## config.mk

```make
export PLATFORM = sky130hd
export DESIGN_NAME = memAccess
export DESIGN_NICKNAME = d
export VERILOG_FILES = /design/src/memStagePkg.sv /design/src/loadExtract.sv /design/src/memAccess.sv /design/src/storeAlign.sv
export VERILOG_INCLUDE_DIRS = /design/src
export SDC_FILE = /design/constraint.sdc
export NUM_CORES = 1
export LEC_CHECK = 0
export BUFFER_PORTS_ARGS = -buffer_cell sky130_fd_sc_hd__buf_2
export CAP_MARGIN = 20
export CORE_AREA = 4 4 342 344
export DETAILED_ROUTE_END_ITERATION = 10
export DIE_AREA = 0 0 346 348
export GPL_TIMING_DRIVEN = 0
export SYNTH_ARGS = -nofsm -noshare
export SYNTH_HDL_FRONTEND = slang
export SYNTH_SLANG_ARGS = --single-unit
```

## constraint.sdc

```tcl
create_clock -name clk -period 39.3 [get_ports clk]
set_input_delay 7.86 -clock clk [delete_from_list [all_inputs] [get_ports clk]]
set_output_delay 7.86 -clock clk [all_outputs]
set_load 0.01 [all_outputs]
```

## src/memStage_params.svh

```systemverilog
`ifndef MEM_STAGE_PARAMS_SVH
`define MEM_STAGE_PARAMS_SVH

// Data RAM geometry, counted in 64-bit words
`define DATA_RAM_WORDS 256

// Cycles a request stays outstanding on the data bus,
// the response pulse falls in the last of them
`define DATA_RAM_LATENCY 3

// Destination register index width
`define REG_IDX_BITS 5

`endif

```

## src/memStagePkg.sv

```systemverilog
`include "memStage_params.svh"

package memStagePkg;

    typedef logic [63:0] word_t;
    typedef logic [63:0] addr_t;
    typedef logic [7:0] strobe_t;
    typedef logic [`REG_IDX_BITS-1:0] regIdx_t;
    typedef logic [31:0] instr_t;

    typedef enum logic [2:0] {
        size1,
        size2,
        size4,
        size8
    } msize_t;

    typedef enum logic [3:0] {
        modeNone,
        modeLb,
        modeLh,
        modeLw,
        modeLd,
        modeLbu,
        modeLhu,
        modeLwu,
        modeSb,
        modeSh,
        modeSw,
        modeSd
    } memMode_t;

    typedef enum logic [1:0] {
        idle,
        busy,
        done
    } accState_t;

    typedef struct packed {
        logic valid;
        logic isMemRead;
        logic isMemWrite;
        logic isWriteBack;
        regIdx_t wd;
        word_t aluOut;           // Effective address for memory ops
        word_t rs2;              // Store data
        memMode_t memMode;
        logic isBranch;
        addr_t pcBranch;
        addr_t instrAddr;
        instr_t instr;
    } exMemReg_t;

    typedef struct packed {
        logic valid;
        logic isWriteBack;
        regIdx_t wd;
        word_t aluOut;
        word_t memOut;
        logic isBranch;
        addr_t pcBranch;
        addr_t instrAddr;
        instr_t instr;
    } memWbReg_t;

    typedef struct packed {
        logic valid;
        logic isWb;
        regIdx_t wd;
        word_t wdData;
    } forwardSrc_t;

    typedef struct packed {
        logic valid;
        addr_t addr;
        msize_t size;
        strobe_t strobe;         // All zero for a read
        word_t data;
    } dbusReq_t;

    typedef struct packed {
        logic addrOk;
        logic dataOk;
        word_t data;
    } dbusResp_t;

endpackage

```

## src/loadExtract.sv

```systemverilog
`timescale 1ns/1ps

module loadExtract import memStagePkg::*; (
    input  addr_t    addrReq,
    input  word_t    dataIn,
    input  memMode_t memMode,
    output word_t    data
);

    logic [2:0] offset;
    word_t      shifted;

    assign offset = addrReq[2:0];
    assign shifted = dataIn >> {offset, 3'b000};   // Addressed byte lands in bits 7:0

    always_comb begin
        case (memMode)
            modeLb: begin
                data = {{56{shifted[7]}}, shifted[7:0]};
            end
            modeLbu: begin
                data = {56'd0, shifted[7:0]};
            end
            modeLh: begin
                data = {{48{shifted[15]}}, shifted[15:0]};
            end
            modeLhu: begin
                data = {48'd0, shifted[15:0]};
            end
            modeLw: begin
                data = {{32{shifted[31]}}, shifted[31:0]};
            end
            modeLwu: begin
                data = {32'd0, shifted[31:0]};
            end
            modeLd: begin
                data = shifted;                        // Aligned, so offset is zero
            end
            default: begin
                data = dataIn;
            end
        endcase
    end

endmodule

```

## src/memAccess.sv

```systemverilog
`timescale 1ns/1ps

module memAccess import memStagePkg::*; (
    input  logic        clk,
    input  logic        rst,
    input  exMemReg_t   stageIn,
    output memWbReg_t   stageOut,
    output forwardSrc_t fwd,
    output dbusReq_t    dreq,
    input  dbusResp_t   dresp,
    output logic        okToProceed,
    input  logic        advance
);

    accState_t state;
    logic      newInstr;
    logic      isMemOp;
    logic      opDone;
    logic      issue;
    logic      respDone;
    word_t     loadData;

    addr_t     alignAddr;
    msize_t    alignSize;
    strobe_t   alignStrobe;
    word_t     alignData;
    word_t     extData;

    storeAlign storeAlign0 (
        .addrReq (stageIn.aluOut),
        .dataIn  (stageIn.rs2),
        .memMode (stageIn.memMode),
        .addr    (alignAddr),
        .size    (alignSize),
        .strobe  (alignStrobe),
        .data    (alignData)
    );

    loadExtract loadExtract0 (
        .addrReq (stageIn.aluOut),
        .dataIn  (dresp.data),
        .memMode (stageIn.memMode),
        .data    (extData)
    );

    assign isMemOp = stageIn.valid & (stageIn.isMemRead | stageIn.isMemWrite);
    assign opDone = (state == done);
    assign issue = (state == idle) & newInstr & isMemOp;
    assign respDone = (state == busy) & dresp.addrOk & dresp.dataOk;

    assign okToProceed = ~stageIn.valid | ~(stageIn.isMemRead | stageIn.isMemWrite) | opDone;

    // Forwarding source for the hazard unit
    assign fwd.valid = stageIn.valid & (stageIn.wd != '0);
    assign fwd.isWb = stageIn.isWriteBack;
    assign fwd.wd = stageIn.wd;
    assign fwd.wdData = stageIn.isMemRead ? loadData : stageIn.aluOut;

    always_ff @(posedge clk or posedge rst) begin
        if (rst) begin
            newInstr <= 1'b1;
        end else begin
            newInstr <= advance;                       // Next cycle sees a fresh stageIn
        end
    end

    always_ff @(posedge clk or posedge rst) begin
        if (rst) begin
            state <= idle;
        end else begin
            case (state)
                idle: begin
                    if (issue) begin
                        state <= busy;
                    end
                end
                busy: begin
                    if (respDone) begin
                        state <= done;
                    end
                end
                default: begin
                    if (advance) begin
                        state <= idle;                 // Re-arm for the next instruction
                    end
                end
            endcase
        end
    end

    always_ff @(posedge clk or posedge rst) begin
        if (rst) begin
            dreq <= '0;
        end else if (issue) begin
            dreq.valid <= 1'b1;
            dreq.addr <= alignAddr;
            dreq.size <= alignSize;
            dreq.strobe <= stageIn.isMemRead ? '0 : alignStrobe;
            dreq.data <= alignData;
        end else if (respDone) begin
            dreq.valid <= 1'b0;
        end
    end

    // Response is a single-cycle pulse, so hold on to the extracted value
    always_ff @(posedge clk) begin
        if (respDone) begin
            loadData <= extData;
        end
    end

    always_ff @(posedge clk or posedge rst) begin
        if (rst) begin
            stageOut <= '0;
        end else if (advance) begin
            stageOut.valid <= stageIn.valid;
            stageOut.isWriteBack <= stageIn.isWriteBack;
            stageOut.wd <= stageIn.wd;
            stageOut.aluOut <= stageIn.aluOut;
            stageOut.memOut <= stageIn.isMemRead ? loadData : '0;
            stageOut.isBranch <= stageIn.isBranch;
            stageOut.pcBranch <= stageIn.pcBranch;
            stageOut.instrAddr <= stageIn.instrAddr;
            stageOut.instr <= stageIn.instr;
        end
    end

endmodule

```

## src/storeAlign.sv

```systemverilog
`timescale 1ns/1ps

module storeAlign import memStagePkg::*; (
    input  addr_t    addrReq,
    input  word_t    dataIn,
    input  memMode_t memMode,
    output addr_t    addr,
    output msize_t   size,
    output strobe_t  strobe,
    output word_t    data
);

    logic [2:0] offset;
    logic       isStore;
    strobe_t    laneMask;

    assign offset = addrReq[2:0];
    assign addr = addrReq;                     // Byte address goes out as is

    always_comb begin
        case (memMode)
            modeLb, modeLbu, modeSb: size = size1;
            modeLh, modeLhu, modeSh: size = size2;
            modeLw, modeLwu, modeSw: size = size4;
            default:                 size = size8;
        endcase
    end

    always_comb begin
        case (size)
            size1:   laneMask = 8'h01;
            size2:   laneMask = 8'h03;
            size4:   laneMask = 8'h0f;
            default: laneMask = 8'hff;
        endcase
    end

    always_comb begin
        case (memMode)
            modeSb, modeSh, modeSw, modeSd: isStore = 1'b1;
            default:                        isStore = 1'b0;
        endcase
    end

    // Move the low bytes of rs2 up to the addressed lane
    assign data = dataIn << {offset, 3'b000};
    assign strobe = isStore ? strobe_t'(laneMask << offset) : '0;

endmodule

```

==> summary.txt <==
Finish
  • Final instance area: 32000 sq um
  • Fill cells: 12.2k
  • Register area: 12900 sq um
  • Layout cells sized above 1: 0.456
  • Area Growth Syn to Fin: 37.3%
  • Final Net Count: 3360
  • Multi-input gate area: 9420 sq um

Drt
  • DRC: 0
  • Post-Route WL: 140 mm
  • Via count: 21.2k
  • Drt first-iter violations: 1688
  • Detailed Routing Iterations Pass 1: 8
  • Per-cell routed wire length: 30.6 um
  • Antenna-violating nets left: 0
  • Via density: 4.64

Yosys
  • Yosys reg bits: 502
  • Asr flop ratio synth: 0.873
  • Top cells by count, synth: dfrtp_1 (437), mux2_2 (330), nand2_1 (314), o21ai_0 (140), clkbuf_1 (115)
  • Post-synth EDFFs: 64
  • Syn_nets: 2409
  • Mapped Avg Cell Area: 11.4 sq um
  • YS warnings: 0
  • Leading area contributor after synthesis: dfrtp_1
  • Primary FF master, synth: dfrtp_1
  • Sequential area share after synthesis: 0.553
  • Count leader, synth: dfrtp_1
  • Mapped Area: 23300 sq um
  • Synth top area share: 0.470
  • Synth unique cells: 49
  • Top post-synthesis cells by area: dfrtp_1 (47%), mux2_2 (16%), edfxtp_1 (8.3%)
  • Mapped Cells: 2034

Worst setup path
  • Critical Path Start Type: primary input
  • Worst Setup SP: stageIn[230]
  • Critical Path End: fwd[1]
  • Worst Path Required: 31.44 ns
  • WS Path Type: primary input to output port
  • Critical Path Fanout Max: 10
  • Arrival time worst endpoint: 10.49 ns
  • Worst reg-to-reg path cell count: 5
  • CP Capture Type: output port
  • Reg2Reg Capture Point: dreq[19]
  • R2R Path Start: state[1]
  • Flop-to-flop setup slack: 36.52 ns

Min path
  • Critical hold path startpoint: dreq[124]
  • Worst min-delay path category: register to register

Die
  • Core region area: 114000 sq um
  • FP Rows: 124
  • Die X: 346 um
  • Initial core utilization: 0.204
  • Die Y: 348 um
  • DIE AREA: 120000 sq um
  • I/O Pins: 879

STA
  • Setup TNS: 0 ns
  • Final setup viols: 0
  • Crit share post-route: 0.467
  • Final hold slack: 0.470 ns
  • Final hold viol count: 0
  • Pins Over Slew Limit: 0
  • Min Tclk post-route: 18.35 ns
  • FMAX: 54.5 MHz
  • Slew headroom: 0.260
  • Worst slew pin tran: 1.11 ns
  • Clock Skew: 0.0258 ns
  • RSZ-0062 raised after global routing: false

Pwr
  • Internal Power: 1.14 mW
  • Sequential Power Share: 0.399
  • P_sw: 0.581 mW
  • Clock network fraction of design power: 0.343
  • Comb power frac: 0.258
  • Switching Share: 0.339
  • P_leak: 15.0 nW
  • P per Cell Area: 53.7 nW/um^2
  • Maximum VDD drop: 0.0000413 V

Placed design
  • Placed cell area: 29800 sq um
  • Gpl congestion: 0.965
  • DP HPWL: 116 mm
  • Port Buffer Count: 875

CTS
  • Resized cells post-CTS: 0
  • CTS H-tree lvls: 2
  • CTS tree: done
  • Setup bufs post-CTS: 0
  • TritonCTS Buffers: 59
  • CTS Buffer Depth: 3
  • CTS sink cnt: 502
  • Post-CTS Hold Fix Bufs: 0
  • Insertion delay to the later sink of the worst-skew pair: 0.67 ns
  • CTS Root Cell: clkbuf_16
  • Worst-path clk slew: 0.06 ns

Global route
  • Initial antenna violation count: 87
  • Number of global-route vias before repair: 21.0k
  • Overflow after GRT: 0
  • Global-route wire length before repair: 187 mm
  • Largest net degree at the start of global routing: 126
  • Global router's overall resource usage: 0.223

Outcome
  • Status: completed

Flow run
  • Max-Cap Viols: 0
[flip-flops by register name, summed over array words and instances (netlist names)]
name / count
stageOut: 296
dreq: 139
loadData: 64
state: 2
newInstr: 1
[power by group through the flow]
| stage | sequential [mW] | combinational (mW) | clock, mW |
|---|---|---|---|
| 3_3_place_gp | 0.694 | 0.445 | 0 |
| 4_1_cts | 0.686 | 0.454 | 0.605 |
| 6_report | 0.686 | 0.443 | 0.588 |
| 2_1_floorplan | 0.726 | 0.156 | 0 |
| 5_1_grt | 0.697 | 0.476 | 0.624 |
| 3_5_place_dp | 0.695 | 0.452 | 0 |
[cells in the final DEF (no fill, tap or decap), drive strengths merged, types with 50 or more instances in the layout]
master	count
a21oi	50
buf	932
clkbuf	199
dfrtp	437
edfxtp	64
inv	85
mux2	331
mux2i	80
nand2	314
nand3	66
nor2	58
o21ai	141
[kinds of logic (layout without fill, tap and decap cells)]
| family | count (synthesis) | count (layout) | synth area share |
|---|---|---|---|
| AOI/OAI and AO/OA | 354 | 354 | 0.0948 |
| adders and majority gates | 4 | 4 | 0.00215 |
| buffers and inverters | 239 | 1240 | 0.0421 |
| DFF | 502 | 502 | 0.553 |
| muxes | 434 | 434 | 0.217 |
| other | 1 | 28 | 0.000161 |
| and+or+nand+nor | 500 | 500 | 0.0906 |
[routing by layer]
layer  vias up  track usage  routed length (um)
met2      1191        0.394               69500
met1     10554        0.261               52300
met3       279       0.0708               12900
li1       9139            -                   -
met4        40       0.0614                4860
met5         -            0                 274
[worst min path at each step]
stage / endpoint / cells after the start
after CTS: dreq[138] / 2
after global placement: dreq[123] / 2
after detailed placement: dreq[106] / 2
after global routing: dreq[127] / 2
final: dreq[124] / 2
after floorplan: stageOut[162] / 2
[cell type report]
class                   instances  share of cell area
diodes                         27             0.00211
plain buffers                 158              0.0213
clock buffers                  83              0.0541
clock inverters                28              0.0110
inverters                      81             0.00982
multi-input cells            1293               0.295
flip-flops and latches        502               0.403
well taps                    1512              0.0592
repair buffers                890               0.145
[critical path, stage by stage]
cell and delay, ns:
buf_6 0.11, buf_2 0.28, buf_2 0.33, clkbuf_1 0.48, buf_2 0.39, clkbuf_1 0.45, buf_16 0.21, mux2_2 0.15
buf_2 0.20
[per-stage QoR]
step                worst slack [ns]  utilization  power (mW)  instances
finish                         20.95        0.281        1.72       4574
global route                   20.84        0.280        1.80       4551
CTS                            20.94        0.280        1.75       4545
detailed placement             20.95        0.262        1.15       4434
global placement               13.56        0.260        1.14       4421
floorplan                      19.24            -       0.883       2034
No activity file was read; power rests on OpenSTA's default activity.
